===== src/verilog/board_pkg.sv =====
/*
  Register-bus types and offsets of the board register bank.
  Offsets are byte addresses; only the three listed offsets are mapped.
*/
package board_pkg;

  ////////////////////////////////////////////////////////////
  // Register bus
  ////////////////////////////////////////////////////////////

  // Byte address on the register bus
  typedef logic [7:0] reg_addr_t;

  // Data word for reads and writes
  typedef logic [31:0] reg_data_t;

  // Register offsets
  localparam reg_addr_t RegAddrLeds        = 8'h00;
  localparam reg_addr_t RegAddrFanCtl      = 8'h04;
  localparam reg_addr_t RegAddrFanOverride = 8'h08;

  ////////////////////////////////////////////////////////////
  // Fan
  ////////////////////////////////////////////////////////////

  // Fan speed setting, 0 is off and 15 is nearly full
  typedef logic [3:0] fan_level_t;

  // PWM steps in one fan period, one per level value
  localparam int unsigned FanSteps = 16;

endpackage


===== src/verilog/pad_pkg.sv =====
/*
  SPI pad types shared by the top level and the SD pad mux.
  Chip selects are active low, one per attached device.
*/
package pad_pkg;

  // Four SPI data lines, line 0 is MOSI in single mode
  typedef logic [3:0] spi_data_t;

  // Active-low chip selects
  typedef logic [1:0] spi_cs_t;

  // Chip-select index of each device
  localparam int unsigned SpiCsSd    = 0;
  localparam int unsigned SpiCsFlash = 1;

  // SD lines float high when not driven by the SoC
  localparam logic PadIdleLevel = 1'b1;

endpackage


===== src/verilog/board_cfg_regs.sv =====
/*
  Board register bank behind a single-cycle strobe bus, response one cycle later.
  NumLeds must be 1 to 32. Fan level follows fan_sw_i unless override is set.
*/
module board_cfg_regs #(
  parameter int unsigned NumLeds = 8
) (
  input  logic                  soc_clk,
  input  logic                  rst_n,
  input  logic                  req_valid_i,
  input  logic                  req_write_i,
  input  board_pkg::reg_addr_t  req_addr_i,
  input  board_pkg::reg_data_t  req_wdata_i,
  output logic                  rsp_valid_o,
  output board_pkg::reg_data_t  rsp_rdata_o,
  output logic                  rsp_error_o,
  input  board_pkg::fan_level_t fan_sw_i,
  output logic [NumLeds-1:0]    led_o,
  output board_pkg::fan_level_t fan_level_o
);
  import board_pkg::*;

  logic [NumLeds-1:0] led_q;
  fan_level_t         fan_level_q;
  logic               override_q;

  logic               rsp_valid_q;
  logic               rsp_error_q;
  reg_data_t          rsp_rdata_q;

  logic               addr_hit;
  reg_data_t          read_data;
  logic               wr_req;

  ////////////////////////////////////////////////////////////
  // Address decode and read mux
  ////////////////////////////////////////////////////////////

  always_comb begin
    addr_hit  = 1'b1;
    read_data = '0;
    case (req_addr_i)
      RegAddrLeds:        read_data = reg_data_t'(led_q);
      RegAddrFanCtl:      read_data = reg_data_t'(fan_level_q);
      RegAddrFanOverride: read_data = reg_data_t'(override_q);
      default:            addr_hit  = 1'b0;
    endcase
  end

  assign wr_req = req_valid_i & req_write_i;

  ////////////////////////////////////////////////////////////
  // Registers
  ////////////////////////////////////////////////////////////

  always_ff @(posedge soc_clk, negedge rst_n) begin
    if (!rst_n) begin
      led_q       <= '0;
      fan_level_q <= '0;
      override_q  <= 1'b0;
    end else begin
      if (wr_req && req_addr_i == RegAddrLeds) begin
        led_q <= req_wdata_i[NumLeds-1:0];
      end
      if (wr_req && req_addr_i == RegAddrFanOverride) begin
        override_q <= req_wdata_i[0];
      end
      // Switches win while override is clear, bus writes are dropped
      if (!override_q) begin
        fan_level_q <= fan_sw_i;
      end else if (wr_req && req_addr_i == RegAddrFanCtl) begin
        fan_level_q <= req_wdata_i[$bits(fan_level_t)-1:0];
      end
    end
  end

  // Response strobe and status
  always_ff @(posedge soc_clk, negedge rst_n) begin
    if (!rst_n) begin
      rsp_valid_q <= 1'b0;
      rsp_error_q <= 1'b0;
    end else begin
      rsp_valid_q <= req_valid_i;
      rsp_error_q <= req_valid_i & ~addr_hit;
    end
  end

  // Read data is zero for writes and unmapped addresses
  always_ff @(posedge soc_clk) begin
    if (req_valid_i) begin
      rsp_rdata_q <= req_write_i ? '0 : read_data;
    end
  end

  assign rsp_valid_o = rsp_valid_q;
  assign rsp_error_o = rsp_error_q;
  assign rsp_rdata_o = rsp_rdata_q;
  assign led_o       = led_q;
  assign fan_level_o = fan_level_q;

endmodule


===== src/verilog/fan_pwm.sv =====
/*
  Fan PWM with FanSteps steps of FanPrescale cycles each, output registered.
  Duty is level/FanSteps; a new level applies within one period.
*/
module fan_pwm #(
  parameter int unsigned FanPrescale = 64
) (
  input  logic                  soc_clk,
  input  logic                  rst_n,
  input  board_pkg::fan_level_t fan_level_i,
  output logic                  fan_pwm_o
);
  import board_pkg::*;

  localparam int unsigned PreWidth = (FanPrescale > 1) ? $clog2(FanPrescale) : 1;

  logic [PreWidth-1:0] pre_q;
  fan_level_t          step_q;
  logic                step_tick;
  logic                pwm_q;

  // Prescaler, one tick per step
  assign step_tick = (pre_q == PreWidth'(FanPrescale - 1));

  always_ff @(posedge soc_clk, negedge rst_n) begin
    if (!rst_n) begin
      pre_q <= '0;
    end else if (step_tick) begin
      pre_q <= '0;
    end else begin
      pre_q <= pre_q + 1'b1;
    end
  end

  // Step counter runs through one PWM period
  always_ff @(posedge soc_clk, negedge rst_n) begin
    if (!rst_n) begin
      step_q <= '0;
    end else if (step_tick) begin
      if (step_q == fan_level_t'(FanSteps - 1)) begin
        step_q <= '0;
      end else begin
        step_q <= step_q + 1'b1;
      end
    end
  end

  // High for the first level steps of every period
  always_ff @(posedge soc_clk, negedge rst_n) begin
    if (!rst_n) begin
      pwm_q <= 1'b0;
    end else begin
      pwm_q <= (step_q < fan_level_i);
    end
  end

  assign fan_pwm_o = pwm_q;

endmodule


===== src/verilog/rtc_divider.sv =====
/*
  Slow RTC level from soc_clk, one period every RtcDivide cycles.
  RtcDivide must be even and at least 2.
*/
module rtc_divider #(
  parameter int unsigned RtcDivide = 50
) (
  input  logic soc_clk,
  input  logic rst_n,
  output logic rtc_o
);

  localparam int unsigned HalfDivide = RtcDivide / 2;
  localparam int unsigned CntWidth   = (HalfDivide > 1) ? $clog2(HalfDivide) : 1;

  logic [CntWidth-1:0] cnt_q;
  logic                half_done;
  logic                rtc_q;

  assign half_done = (cnt_q == CntWidth'(HalfDivide - 1));

  // Toggle once per half period
  always_ff @(posedge soc_clk, negedge rst_n) begin
    if (!rst_n) begin
      cnt_q <= '0;
      rtc_q <= 1'b0;
    end else if (half_done) begin
      cnt_q <= '0;
      rtc_q <= ~rtc_q;
    end else begin
      cnt_q <= cnt_q + 1'b1;
    end
  end

  assign rtc_o = rtc_q;

endmodule


===== src/verilog/spi_sd_pad_mux.sv =====
/*
  SD card pins in SPI mode, idle high when the SoC does not drive them.
  Purely combinational. Only data line 0 goes to the card as MOSI.
*/
module spi_sd_pad_mux (
  input  logic               spi_sck_i,
  input  logic               spi_sck_en_i,
  input  pad_pkg::spi_cs_t   spi_csb_i,
  input  pad_pkg::spi_cs_t   spi_csb_en_i,
  input  pad_pkg::spi_data_t spi_sd_out_i,
  input  pad_pkg::spi_data_t spi_sd_en_i,
  input  logic               sd_dat0_i,
  input  pad_pkg::spi_data_t flash_sd_i,
  output pad_pkg::spi_data_t spi_sd_o,
  output logic               sd_sclk_o,
  output logic               sd_cmd_o,
  output logic               sd_dat3_o
);
  import pad_pkg::*;

  localparam int unsigned DataWidth = $bits(spi_data_t);

  spi_data_t sd_in;
  spi_data_t sd_sel_mask;
  spi_data_t flash_sel_mask;

  ////////////////////////////////////////////////////////////
  // Card side
  ////////////////////////////////////////////////////////////

  // SD CLK
  assign sd_sclk_o = spi_sck_en_i ? spi_sck_i : PadIdleLevel;

  // DAT3 doubles as chip select in SPI mode
  assign sd_dat3_o = spi_csb_en_i[SpiCsSd] ? spi_csb_i[SpiCsSd] : PadIdleLevel;

  // CMD carries MOSI
  assign sd_cmd_o = spi_sd_en_i[0] ? spi_sd_out_i[0] : PadIdleLevel;

  ////////////////////////////////////////////////////////////
  // SoC side
  ////////////////////////////////////////////////////////////

  // MISO from DAT0 arrives on line 1, like a standard SPI host expects
  always_comb begin
    sd_in    = '0;
    sd_in[1] = sd_dat0_i;
  end

  // Only the selected device may return data
  assign sd_sel_mask    = {DataWidth{~spi_csb_i[SpiCsSd]}};
  assign flash_sel_mask = {DataWidth{~spi_csb_i[SpiCsFlash]}};

  assign spi_sd_o = (sd_sel_mask & sd_in) | (flash_sel_mask & flash_sd_i);

endmodule


===== src/verilog/board_periph_top.sv =====
/*
  Board peripherals around the SoC: config registers, fan PWM, RTC and SD pads.
  rst_n must already be synchronous to soc_clk. Tristates stay as value/enable pairs.
*/
module board_periph_top #(
  parameter int unsigned NumLeds     = 8,
  parameter int unsigned RtcDivide   = 50,
  parameter int unsigned FanPrescale = 64
) (
  input  logic                  soc_clk,
  input  logic                  rst_n,
  // Register bus
  input  logic                  req_valid_i,
  input  logic                  req_write_i,
  input  board_pkg::reg_addr_t  req_addr_i,
  input  board_pkg::reg_data_t  req_wdata_i,
  output logic                  rsp_valid_o,
  output board_pkg::reg_data_t  rsp_rdata_o,
  output logic                  rsp_error_o,
  // Board I/O
  output logic [NumLeds-1:0]    led_o,
  input  board_pkg::fan_level_t fan_sw_i,
  output logic                  fan_pwm_o,
  output logic                  rtc_o,
  // SoC SPI host side
  input  logic                  spi_sck_i,
  input  logic                  spi_sck_en_i,
  input  pad_pkg::spi_cs_t      spi_csb_i,
  input  pad_pkg::spi_cs_t      spi_csb_en_i,
  input  pad_pkg::spi_data_t    spi_sd_out_i,
  input  pad_pkg::spi_data_t    spi_sd_en_i,
  output pad_pkg::spi_data_t    spi_sd_o,
  // SD card and flash pins
  input  logic                  sd_dat0_i,
  input  pad_pkg::spi_data_t    flash_sd_i,
  output logic                  sd_sclk_o,
  output logic                  sd_cmd_o,
  output logic                  sd_dat3_o
);
  import board_pkg::*;

  fan_level_t fan_level;

  ////////////////////////////////////////////////////////////
  // Config registers
  ////////////////////////////////////////////////////////////

  board_cfg_regs #(
    .NumLeds ( NumLeds )
  ) i_board_cfg_regs (
    .soc_clk     ( soc_clk     ),
    .rst_n       ( rst_n       ),
    .req_valid_i ( req_valid_i ),
    .req_write_i ( req_write_i ),
    .req_addr_i  ( req_addr_i  ),
    .req_wdata_i ( req_wdata_i ),
    .rsp_valid_o ( rsp_valid_o ),
    .rsp_rdata_o ( rsp_rdata_o ),
    .rsp_error_o ( rsp_error_o ),
    .fan_sw_i    ( fan_sw_i    ),
    .led_o       ( led_o       ),
    .fan_level_o ( fan_level   )
  );

  ////////////////////////////////////////////////////////////
  // Fan and RTC
  ////////////////////////////////////////////////////////////

  fan_pwm #(
    .FanPrescale ( FanPrescale )
  ) i_fan_pwm (
    .soc_clk     ( soc_clk   ),
    .rst_n       ( rst_n     ),
    .fan_level_i ( fan_level ),
    .fan_pwm_o   ( fan_pwm_o )
  );

  rtc_divider #(
    .RtcDivide ( RtcDivide )
  ) i_rtc_divider (
    .soc_clk ( soc_clk ),
    .rst_n   ( rst_n   ),
    .rtc_o   ( rtc_o   )
  );

  ////////////////////////////////////////////////////////////
  // SPI to SD
  ////////////////////////////////////////////////////////////

  spi_sd_pad_mux i_spi_sd_pad_mux (
    .spi_sck_i    ( spi_sck_i    ),
    .spi_sck_en_i ( spi_sck_en_i ),
    .spi_csb_i    ( spi_csb_i    ),
    .spi_csb_en_i ( spi_csb_en_i ),
    .spi_sd_out_i ( spi_sd_out_i ),
    .spi_sd_en_i  ( spi_sd_en_i  ),
    .sd_dat0_i    ( sd_dat0_i    ),
    .flash_sd_i   ( flash_sd_i   ),
    .spi_sd_o     ( spi_sd_o     ),
    .sd_sclk_o    ( sd_sclk_o    ),
    .sd_cmd_o     ( sd_cmd_o     ),
    .sd_dat3_o    ( sd_dat3_o    )
  );

endmodule


===== config.mk =====
export PLATFORM = sky130hd
export DESIGN_NAME = board_periph_top
export DESIGN_NICKNAME = d
export VERILOG_FILES = /design/src/verilog/board_pkg.sv /design/src/verilog/pad_pkg.sv /design/src/verilog/board_cfg_regs.sv /design/src/verilog/fan_pwm.sv /design/src/verilog/rtc_divider.sv /design/src/verilog/spi_sd_pad_mux.sv /design/src/verilog/board_periph_top.sv
export SDC_FILE = /design/constraint.sdc
export NUM_CORES = 1
export LEC_CHECK = 0
export CAP_MARGIN = 25
export CORE_ASPECT_RATIO = 0.9
export CORE_MARGIN = 2
export CORE_UTILIZATION = 50
export DETAILED_ROUTE_END_ITERATION = 6
export DONT_BUFFER_PORTS = 1
export GPL_ROUTABILITY_DRIVEN = 0
export MAX_ROUTING_LAYER = met4
export PLACE_DENSITY = 0.64
export SLEW_MARGIN = 10
export SYNTH_ARGS = -nofsm -noshare
export SYNTH_HDL_FRONTEND = slang
export SYNTH_SLANG_ARGS = --single-unit

===== constraint.sdc =====
create_clock -name soc_clk -period 2.6 [get_ports soc_clk]
set_input_delay 0.13 -clock soc_clk [delete_from_list [all_inputs] [get_ports soc_clk]]
set_output_delay 0.13 -clock soc_clk [all_outputs]
set_load 0.02 [all_outputs]

Yosys cells after proc, flatten, opt, wreduce, memory -nomap -nowiden
Cells that the tools add are included.
- output and inout port bits: 51
- bits in registers: 64
- bits of input ports: 67
- add/subtract/negate cells: 3
- bitwise logic cells: 9
- magnitude comparators: 1
- equal/unequal tests: 6
- reduce and logical (&&, ||, !) cells: 5
- muxes and demuxes: 10
- operators with widths (operator ; count):
    8-bit one-hot mux with 3 select lines ; 1
    4-bit 2-to-1 mux ; 3
    8-bit by 3-bit == test with 1-bit output, second input constant ; 1
    8-bit by 4-bit == test with 1-bit output, second input constant ; 1
    8-bit logical NOT ; 1
    6-bit by 1-bit adder with 6-bit output, second input constant ; 1
    6-bit == test, second input constant ; 1
    6-bit 2-to-1 mux ; 1
    5-bit by 1-bit adder with 5-bit output, second input constant ; 1
    5-bit == test, second input constant ; 1
    5-bit 2-to-1 mux ; 1
    4-bit by 1-bit adder with 4-bit output, second input constant ; 1
    4-bit by 2-bit bitwise AND with 4-bit output ; 1
    4-bit bitwise AND ; 1
    4-bit == test, second input constant ; 1
    4-bit < comparator ; 1
    1-bit 2-to-1 mux ; 4
    1-bit inverter ; 4
    4-bit OR ; 1
    1-bit logical AND ; 3
    3-bit OR reduction ; 1
    1-bit bitwise AND ; 2
    2-bit inequality test, second input constant ; 1

Depth between registers and ports, before layout
Gate-level depths: netlist of the first run.
- depth after elaboration: 5
- mapped depth: 5
- mapped depth without buffers: 5

Cells and area by module
From an unflattened synthesis of the first run, not the netlist that was laid out.
- cells, all modules: 191
- area, all modules: 2124.5 um^2
- by module, submodules not included (module ; cells each ; area each (um^2) ; times used):
    board_cfg_regs ; 103 ; 1216.2 ; 1
    fan_pwm ; 52 ; 568.0 ; 1
    rtc_divider ; 27 ; 282.8 ; 1
    spi_sd_pad_mux ; 9 ; 57.6 ; 1

Least setup slack after synthesis of the first run
OpenSTA, ideal clock, no wires.
- path type: input to register
- from: input req_addr_i[1]
- to: register i_board_cfg_regs.rsp_rdata_q[4], in the netlist i_board_cfg_regs.rsp_rdata_o[4] (data pin)
- data arrival time: 1.403 ns
- slack: 1.065 ns
- required time: 2.468 ns
- library setup time: 0.132 ns
- cell stages on the path: 4
- path through: or4_4 or4_4 nor3_4 and2_1
- word-level cells in the longest chain between the ends: 2
- elaborated cells on any way between the ends: 4
- classes of those cells: eq/ne (2); mux (1); reduce/logical (1)
- RTL lines (element ; line ; source):
    from (decl) ; board_periph_top.sv:15 ; input board_pkg::reg_addr_t req_addr_i,
    8-bit by 4-bit == test with 1-bit output, or another cell as far along ; board_cfg_regs.sv:42 ; case (req_addr_i)
    8-bit one-hot mux with 3 select lines * ; board_cfg_regs.sv:42 ;
    to (signal assigned) ; board_cfg_regs.sv:91 ; rsp_rdata_q <= req_write_i ? '0 : read_data;
    to (decl) ; board_cfg_regs.sv:29 ; reg_data_t rsp_rdata_q;
Every way passes the cells marked *; elsewhere a longest branch is shown, timed or not.
A chain may end at the register's enable or synchronous reset.

Worst setup path after layout of the first run
- from: register i_fan_pwm.pre_q[0]
- to: register i_fan_pwm.step_q[0]
- word-level cells in the longest chain between the ends: 1
- RTL lines (element ; line ; source):
    from (decl) ; fan_pwm.sv:17 ; logic [PreWidth-1:0] pre_q;
    from (signal assigned) ; fan_pwm.sv:31 ; pre_q <= pre_q + 1'b1;
    6-bit == test ; fan_pwm.sv:23 ; assign step_tick = (pre_q == PreWidth'(FanPrescale - 1));
    to (signal assigned) ; fan_pwm.sv:43 ; step_q <= step_q + 1'b1;
    to (decl) ; fan_pwm.sv:18 ; fan_level_t step_q;
Every way passes these cells.

==> impl_metrics.ini, run 1 <==
[floorplan]
core.rowCount = 22
dieArea_um2 = 4650
dieHeight_um = 64.9
die_w_um = 71.7
num_io_pins = 118
initial_core_util_pct = 51.3
core_area_um2 = 4020

[worst_hold_path]
hold_path.startpoint = req_wdata_i[1]
hold_class = in -> reg

[cells_and_area]
diodes = 0
filler_cell_count = 326
nets = 273
syn_to_final_growth_pct = 9.10
drive_gt1_share_pct = 13.0

[detailed_routing]
drtIter0Drc = 55
num_vias = 1337
drcViolationCount = 0
ant_nets = 0
wl_met1_um = 1420
wl_met2_um = 1860
routed_wl_um = 3670
top_layer = met4
wl_met3_um = 315
first_pass_iters = 4
wl_per_cell_um = 14.8
via_per_inst = 5.39

[logic_synthesis]
synth_compound_area_share_pct = 6.43
synthMuxAreaShare_pct = 8.92
ys_warn_count = 0
synthSimpleGateAreaFrac_pct = 16.0
ys_seq_area_share_pct = 50.5
synthArstFlopShare_pct = 80.0
synthFlopType = dfrtp_1
synthCells = 183
ys_ff_latch = 40
synth_edf_count = 8
synth.avg_cell_area_um2 = 11.3
synthAdderAreaFrac_pct = 4.25
synth_cell_types = 36
syn_area_um2 = 2060
synth_top_family_by_area = simple AND/OR/NAND/NOR gates
synth_xor_area_share_pct = 2.12

[pwr]
seqPwrFrac_pct = 56.8
power.switching_w = 0.000313
switching_share_pct = 26.4
ir_drop_mv = 0.272
power.leakage_nw = 1.07
pwr_density_cell_nw_per_um2 = 528
power.share.clock_pct = 34.8
p_comb_share_pct = 8.3
p_int_w = 0.000875

[setup_path]
endpoint_kind = register
setup.worst_path.start_class = register
critPathRequiredTime_ps = 2790
critical_path_arrival_ps = 1670
setup.worst_path.start = i_fan_pwm.pre_q[0]
crit_fanout = 7
r2r-start = i_fan_pwm.pre_q[0]
r2r_slack_ps = 1110
worst-setup-path-type = reg -> reg

[job]
drv_cap = 0

[place]
dp_hpwl_um = 2630
io_buffers = 0

[timing]
rsz0062_at_grt = no
setup_violations = 0
tns_ps = 0
fin_crit_sh_pct = 57.1
finalHoldViolCount = 0
clock_skew_ps = 6.87
fmax_ghz = 0.673
hold_slack_ps = 15.0
slew_violations = 0
finalCriticalPeriod_ps = 1490

[clock_tree]
clockBufferDepth = 2
path_clk_slew_ps = 80
h-tree-depth = 2
clock-sinks = 40
cts_root_buffer = clkbuf_8
clkLatencyLatePin_ps = 300
cts_buffers = 5
cts_tree = done

[grt]
grt_pass1_vias = 1298
antenna_found_initial = 0
grt_first_pass_wirelength_um = 6000
grt_max_degree = 33
grt_overflow = 0
grt_usage_pct = 17.7

[status]
status = finished, final reports clean
worst max-delay path: stages (launching register included):
cell	delay [ps]
dfrtp_1	420
ha_1	250
and3_1	330
mux2_2	370
cell usage after synthesis (5+ instances only):
master	n	area [µm²]
inv_1	13	48.8
mux2_2	11	124
nand4_1	5	31.3
nor2_1	5	18.8
nand2_1	8	30.0
mux2i_1	6	60.1
dfrtp_1	32	801
nand3_1	8	40.0
buf_4	24	180
edfxtp_1	8	240
ha_1	7	87.6
o21ai_0	5	25.0
flip-flops by register name, indices dropped and copies added (netlist names):
signal                        count
i_board_cfg_regs.rsp_error_o      1
i_board_cfg_regs.override_q       1
i_fan_pwm.step_q                  4
i_rtc_divider.cnt_q               5
i_board_cfg_regs.rsp_valid_o      1
i_board_cfg_regs.rsp_rdata_o      8
i_board_cfg_regs.fan_level_o      4
i_fan_pwm.fan_pwm_o               1
i_board_cfg_regs.led_o            8
i_rtc_divider.rtc_o               1
i_fan_pwm.pre_q                   6
power by group through the flow:
stage                     clock (W)  sequential, W  combinational [W]
after floorplan                   0       0.000684          0.0000948
after global placement            0       0.000688          0.0000678
after detailed placement          0       0.000688          0.0000679
after CTS                  0.000429       0.000675          0.0000992
after global routing       0.000465       0.000677           0.000108
final                      0.000414       0.000675          0.0000989
cell usage in the layout (no fill, tap or decap), drive strengths merged, types with 2 or more instances in the layout:
| cell | netlist | layout |
|---|---|---|
| nor3 | 5 | 5 |
| inv | 13 | 13 |
| nand4 | 5 | 5 |
| or4 | 2 | 2 |
| mux2 | 11 | 11 |
| dfrtp | 32 | 32 |
| a21o | 2 | 2 |
| nor2b | 3 | 3 |
| dlygate4sd3 | 0 | 12 |
| nand2 | 9 | 9 |
| o221ai | 4 | 4 |
| and3 | 4 | 4 |
| clkinvlp | 0 | 2 |
| mux2i | 6 | 6 |
| a21oi | 3 | 3 |
| nand3 | 8 | 8 |
| edfxtp | 8 | 8 |
| clkbuf | 3 | 5 |
| nand2b | 4 | 4 |
| o21ai | 5 | 5 |
| xnor2 | 2 | 2 |
| ha | 7 | 7 |
| nor2 | 5 | 5 |
| and2 | 5 | 5 |
| xor2 | 3 | 3 |
| a31oi | 2 | 2 |
| conb | 1 | 24 |
cell type report:
cell class	count	area [µm²]	area share [%]
Timing Repair Buffer	13	140	6.23
Sequential cell	40	1040	46.3
Tap cell	48	60.1	2.67
Multi-Input combinational cell	126	867	38.5
Inverter	13	48.8	2.17
Clock buffer	5	68.8	3.06
Clock inverter	3	23.8	1.06
per-layer routing:
layer  vias up  global-route usage [%]
met5         -                       -
li1        622                       -
met1       635                    18.2
met4         0                    7.55
met3         6                    5.91
met2        74                    30.8
cell families (layout without fill, tap and decap cells):
family | count (synthesis) | count (layout)
buf+inv | 40 | 34
mux | 17 | 17
simple gates | 53 | 53
compound gates | 20 | 20
other cells | 1 | 24
fa+ha+maj | 7 | 7
flops | 40 | 40
xor+xnor | 5 | 5
what timing repair did:
| item | in CTS | in global routing |
|---|---|---|
| resized for setup | 0 | 0 |
| setup buffers | 0 | 0 |
| endpoints found under the hold margin | 52 | 0 |
| hold buffers | 13 | 0 |
through the flow:
step | std cells | util [%] | power, W | setup slack [ps] | cell area, µm²
2_1_floorplan | 206 | - | 0.000779 | 1070 | 2150
3_3_place_gp | 227 | 50.2 | 0.000756 | 968 | 2020
3_5_place_dp | 227 | 50.2 | 0.000756 | 941 | 2020
4_1_cts | 248 | 56.0 | 0.00120 | 1120 | 2250
5_1_grt | 248 | 56.0 | 0.00125 | 1040 | 2250
6_report | 248 | 56.0 | 0.00119 | 1110 | 2250
final timing paths:
check                                                   to  cells past startpoint
setup reg to reg                       i_fan_pwm.step_q[0]                      3
setup / recovery                       i_fan_pwm.step_q[0]                      3
min in group asynchronous              i_fan_pwm.fan_pwm_o                      2
hold / removal             i_board_cfg_regs.fan_level_o[1]                      2
hold reg to reg                     i_rtc_divider.cnt_q[0]                      1
max in group asynchronous              i_rtc_divider.rtc_o                      2
Note: power is estimated with default switching activity, not from simulation.
==> inputs of run 2 (changes only) <==
- clock period: 2.6 -> 1.4 ns (I/O delays scaled with it)
==> impl_metrics.ini, run 2 (same netlist as run 1, synthesis figures left out) <==
[floorplan]
dieHeight_um = 64.9
dieArea_um2 = 4650
core.rowCount = 22
num_io_pins = 118
initial_core_util_pct = 51.3
die_w_um = 71.7
core_area_um2 = 4020

[timing]
finalHoldViolCount = 0
fmax_ghz = 0.762
rsz0062_at_grt = no
fin_crit_sh_pct = 93.8
finalCriticalPeriod_ps = 1310
slew_violations = 0
tns_ps = 0
setup_violations = 0
clock_skew_ps = 5.87

[cells_and_area]
syn_to_final_growth_pct = 12.0
layout_common_cells = 32 x dfrtp_1, 24 x conb_1, 16 x dlygate4sd3_1, 13 x inv_1, 11 x mux2_2
drive_gt1_share_pct = 13.9
fin_area_um2 = 2310
final_cells = 256
nets = 281
layout_commonest_cell = dfrtp_1
diodes = 0
filler_cell_count = 347

[grt]
grt_max_degree = 33
grt_first_pass_wirelength_um = 6390
grt_overflow = 0
antenna_found_initial = 0
grt_usage_pct = 18.3
grt_pass1_vias = 1479

[detailed_routing]
routed_wl_um = 3870
wl_per_cell_um = 15.1
first_pass_iters = 5
ant_nets = 0
num_vias = 1403
via_per_inst = 5.48
drcViolationCount = 0
drtIter0Drc = 113

[setup_path]
setup.worst_path.start = i_fan_pwm.pre_q[0]
critical_path_arrival_ps = 1480
crit_fanout = 6
r2r_slack_ps = 90
max_stage_delay_ps = 420
endpoint_kind = register
worst-setup-path-type = reg -> reg
setup.worst_path.start_class = register
cp_cell_sequence = ha_1 -> and3_2 -> mux2_2
critPathRequiredTime_ps = 1570
r2r-start = i_fan_pwm.pre_q[0]
crit_slowest_cell = dfrtp_1

[pwr]
power.total_w = 0.00216
power.leakage_nw = 1.11
pwr_density_cell_nw_per_um2 = 934
ir_drop_mv = 0.372

[clock_tree]
cts_buffers = 5
h-tree-depth = 2
path_clk_slew_ps = 70
post_cts_buffers = 0
clock-sinks = 40
cts_root_buffer = clkbuf_8
clkLatencyLatePin_ps = 290
clockBufferDepth = 2
cts_tree = done

[status]
status = finished, final reports clean

[place]
place_area_um2 = 2050
dp_hpwl_um = 2860
dp.cells = 231
io_buffers = 0

[worst_hold_path]
hold_path.startpoint = fan_sw_i[1]
hold_class = in -> reg

[job]
drv_cap = 0
## run 2: cell types whose count changed in the layout (fill, tap and decap cells not counted), sizes merged
cell / change
dlygate4sd3: +4
clkbuf: +2
buf: +4
clkinvlp: -2
## run 2: area by class of cell
class | instances | area, µm² | area share, %
Sequential cell | 40 | 1040 | 45.1
Multi-Input combinational cell | 126 | 868 | 37.6
Timing Repair Buffer | 21 | 210 | 9.10
Clock buffer | 7 | 76.3 | 3.30
Tap cell | 48 | 60.1 | 2.60
Inverter | 13 | 48.8 | 2.11
Clock inverter | 1 | 5.00 | 0.217
## run 2: path summary, 6_finish.rpt
path                                                   end  cells after the start
hold / removal             i_board_cfg_regs.fan_level_o[1]                      2
max in group asynchronous               i_fan_pwm.pre_q[3]                      2
min in group asynchronous              i_fan_pwm.step_q[3]                      2
setup reg to reg                       i_fan_pwm.step_q[1]                      3
hold reg to reg                         i_fan_pwm.pre_q[5]                      1
setup / recovery                       i_fan_pwm.step_q[1]                      3
## run 2: routing by layer
metal	GRT usage (%)	vias to the layer above	share of wire, %
li1	-	638	-
met3	5.75	8	10
met1	18.9	670	36
met4	8.96	0	2.0
met5	-	-	0
met2	31.7	87	51
## run 2: what timing repair did
| item | CTS | global route |
|---|---|---|
| endpoints found under the hold margin | 59 | 0 |
| setup endpoints to repair | 0 | 2 |
| hold buffers | 17 | 0 |
| resized for setup | 0 | 1 |
## run 2: worst max-delay path, delay by kind of cell (launching register included)
| kind | cells | cell delay, ps |
|---|---|---|
| fa+ha+maj | 1 | 190 |
| simple gates | 1 | 250 |
| flops | 1 | 420 |
| mux | 1 | 340 |
## run 2: per-stage QoR
stage          hold WS (ps)  setup slack (ps)  util (%)
4_1_cts                7.87              22.5      57.4
6_report               9.51              87.4      57.5
5_1_grt                20.2              8.41      57.5
3_5_place_dp           -225              -154      50.9
2_1_floorplan          -226             -74.9         -
3_3_place_gp           -225              -112      50.9
## run 2: where the power goes
part           total, W  internal, W  switching (W)
Sequential      0.00126      0.00121      0.0000432
Combinational  0.000196    0.0000679       0.000129
Clock          0.000704     0.000349       0.000355
Total           0.00216      0.00163       0.000527
==> inputs of run 3 (changes only) <==
- BUFFER_PORTS_ARGS: unset -> -buffer_cell sky130_fd_sc_hd__buf_2
- CORE_UTILIZATION: 50 -> 44
- DONT_BUFFER_PORTS: 1 -> unset
- PLACE_DENSITY: 0.64 -> 0.79
- clock period: 1.4 -> 1.5 ns (I/O delays scaled with it)
==> impl_metrics.ini, run 3 (same netlist as run 1, synthesis figures left out) <==
[setup_path]
crit_fanout = 6
worst-setup-path-type = reg -> reg
critPathRequiredTime_ps = 1680
reg2reg_depth = 3
endpoint_kind = register
setup.worst_path.start_class = register
r2r-start = i_fan_pwm.pre_q[2]
reg2reg_to = i_fan_pwm.step_q[0]
r2r_slack_ps = 130
critical_path_arrival_ps = 1550

[timing]
relSlewSlack_pct = 52.9
finalCriticalPeriod_ps = 1370
tns_ps = 0
slew_violations = 0
fin_crit_sh_pct = 91.7
tightestPinTransition_ps = 707
hold_slack_ps = 15.4
fmax_ghz = 0.727
finalHoldViolCount = 0
setup_slack_ps = 125
rsz0062_at_grt = no
setup_violations = 0
clock_skew_ps = 4.43

[detailed_routing]
via_per_inst = 4.66
wl_per_cell_um = 11.7
num_vias = 1473
drcViolationCount = 0
ant_nets = 0
first_pass_iters = 4
routed_wl_um = 3700
drtIter0Drc = 49

[grt]
grt_first_pass_wirelength_um = 5890
use_met3_pct = 4.69
grt_pass1_vias = 1308
grt_max_degree = 33
gr-usage-met1_pct = 18.3
top_usage_layer = met2
grt_overflow = 0
met2_usage_pct = 23.7
grt_usage_pct = 15.0
antenna_found_initial = 0

[clock_tree]
path_clk_slew_ps = 70
clockBufferDepth = 2
clock-sinks = 40
h-tree-depth = 2
cts_tree = done
cts_root_buffer = clkbuf_8
post_cts_buffers = 0
clkLatencyLatePin_ps = 290
cts_buffers = 5

[cells_and_area]
nets = 327
syn_to_final_growth_pct = 20.0
layout_common_cells = 62 x buf_2, 32 x dfrtp_1, 24 x conb_1, 13 x inv_1, 11 x mux2_2
multi_input_area_um2 = 867
diodes = 0
drive_gt1_share_pct = 35.0
layout.area.seq_um2 = 1040
filler_cell_count = 397
layout_commonest_cell = buf_2

[worst_hold_path]
hold_path.startpoint = req_wdata_i[5]
whs_endpoint = i_board_cfg_regs.led_o[5]
hold_depth = 2
hold_class = in -> reg

[floorplan]
initial_core_util_pct = 45.9
num_io_pins = 118
core.rowCount = 23
core_area_um2 = 4490
dieHeight_um = 68.9
die_w_um = 76.2
dieArea_um2 = 5250

[pwr]
power.leakage_nw = 1.30
pwr_density_cell_nw_per_um2 = 848
ir_drop_mv = 0.613

[place]
io_buffers = 62
pre_cts_ws_ps = -141
dp_hpwl_um = 2870

[job]
drv_cap = 0

[status]
status = finished, final reports clean
[run 3: changes by cell type in the layout (fill, tap and decap cells not counted)]
cell	previous run	this run
clkbuf_8	5	6
buf_2	0	62
clkinv_2	1	0
and3_2	1	0
buf_12	1	0
dlygate4sd3_1	16	1
and3_1	3	4
[run 3: worst max-delay path, stage by stage, from the launching register on]
cell and delay [ps]:
dfrtp_1 420, and3_1 190, and3_1 290, mux2_2 360
[run 3: timing repair]
| action | CTS | global route |
|---|---|---|
| hold buffers | 1 | 0 |
| resized for setup | 0 | 0 |
| endpoints found under the hold margin | 32 | 0 |
| setup endpoints to repair | 0 | 0 |
[run 3: stage by stage]
| stage | power [W] | utilization [%] | instances | instance area [µm²] |
|---|---|---|---|---|
| 2_1_floorplan | 0.00135 | - | 206 | 2150 |
| 3_3_place_gp | 0.00141 | 52.9 | 307 | 2370 |
| 3_5_place_dp | 0.00142 | 52.9 | 307 | 2370 |
| 4_1_cts | 0.00213 | 55.1 | 316 | 2470 |
| 5_1_grt | 0.00219 | 55.1 | 316 | 2470 |
| 6_report | 0.00210 | 55.1 | 316 | 2470 |
[run 3: worst max path at each step]
stage / cells after the start / endpoint / start
final: 3 / i_fan_pwm.step_q[0] / i_fan_pwm.pre_q[2]
after global placement: 5 / i_board_cfg_regs.rsp_rdata_o[6] / req_addr_i[1]
after global routing: 3 / i_fan_pwm.step_q[0] / i_fan_pwm.pre_q[0]
after detailed placement: 5 / i_board_cfg_regs.rsp_rdata_o[6] / req_addr_i[1]
after CTS: 3 / i_fan_pwm.step_q[0] / i_fan_pwm.pre_q[2]
after floorplan: 4 / i_board_cfg_regs.rsp_rdata_o[4] / req_addr_i[1]
[run 3: area by class of cell]
class | count | share of cell area [%]
repair buffers | 67 | 14.2
inverters | 13 | 1.97
clock buffers | 8 | 3.64
multi-input cells | 126 | 35.0
flip-flops and latches | 40 | 42.1
well taps | 62 | 3.13
[run 3: metal layers]
layer | share of wire, % | wire length (µm)
met3 | 6.1 | 226
met5 | 0 | 0
met2 | 45 | 1660
met1 | 47 | 1750
met4 | 1.6 | 60
[run 3: power breakdown]
part           internal (W)  switching (W)
combinational     0.0000815       0.000168
clock              0.000374       0.000329
sequential          0.00113      0.0000155
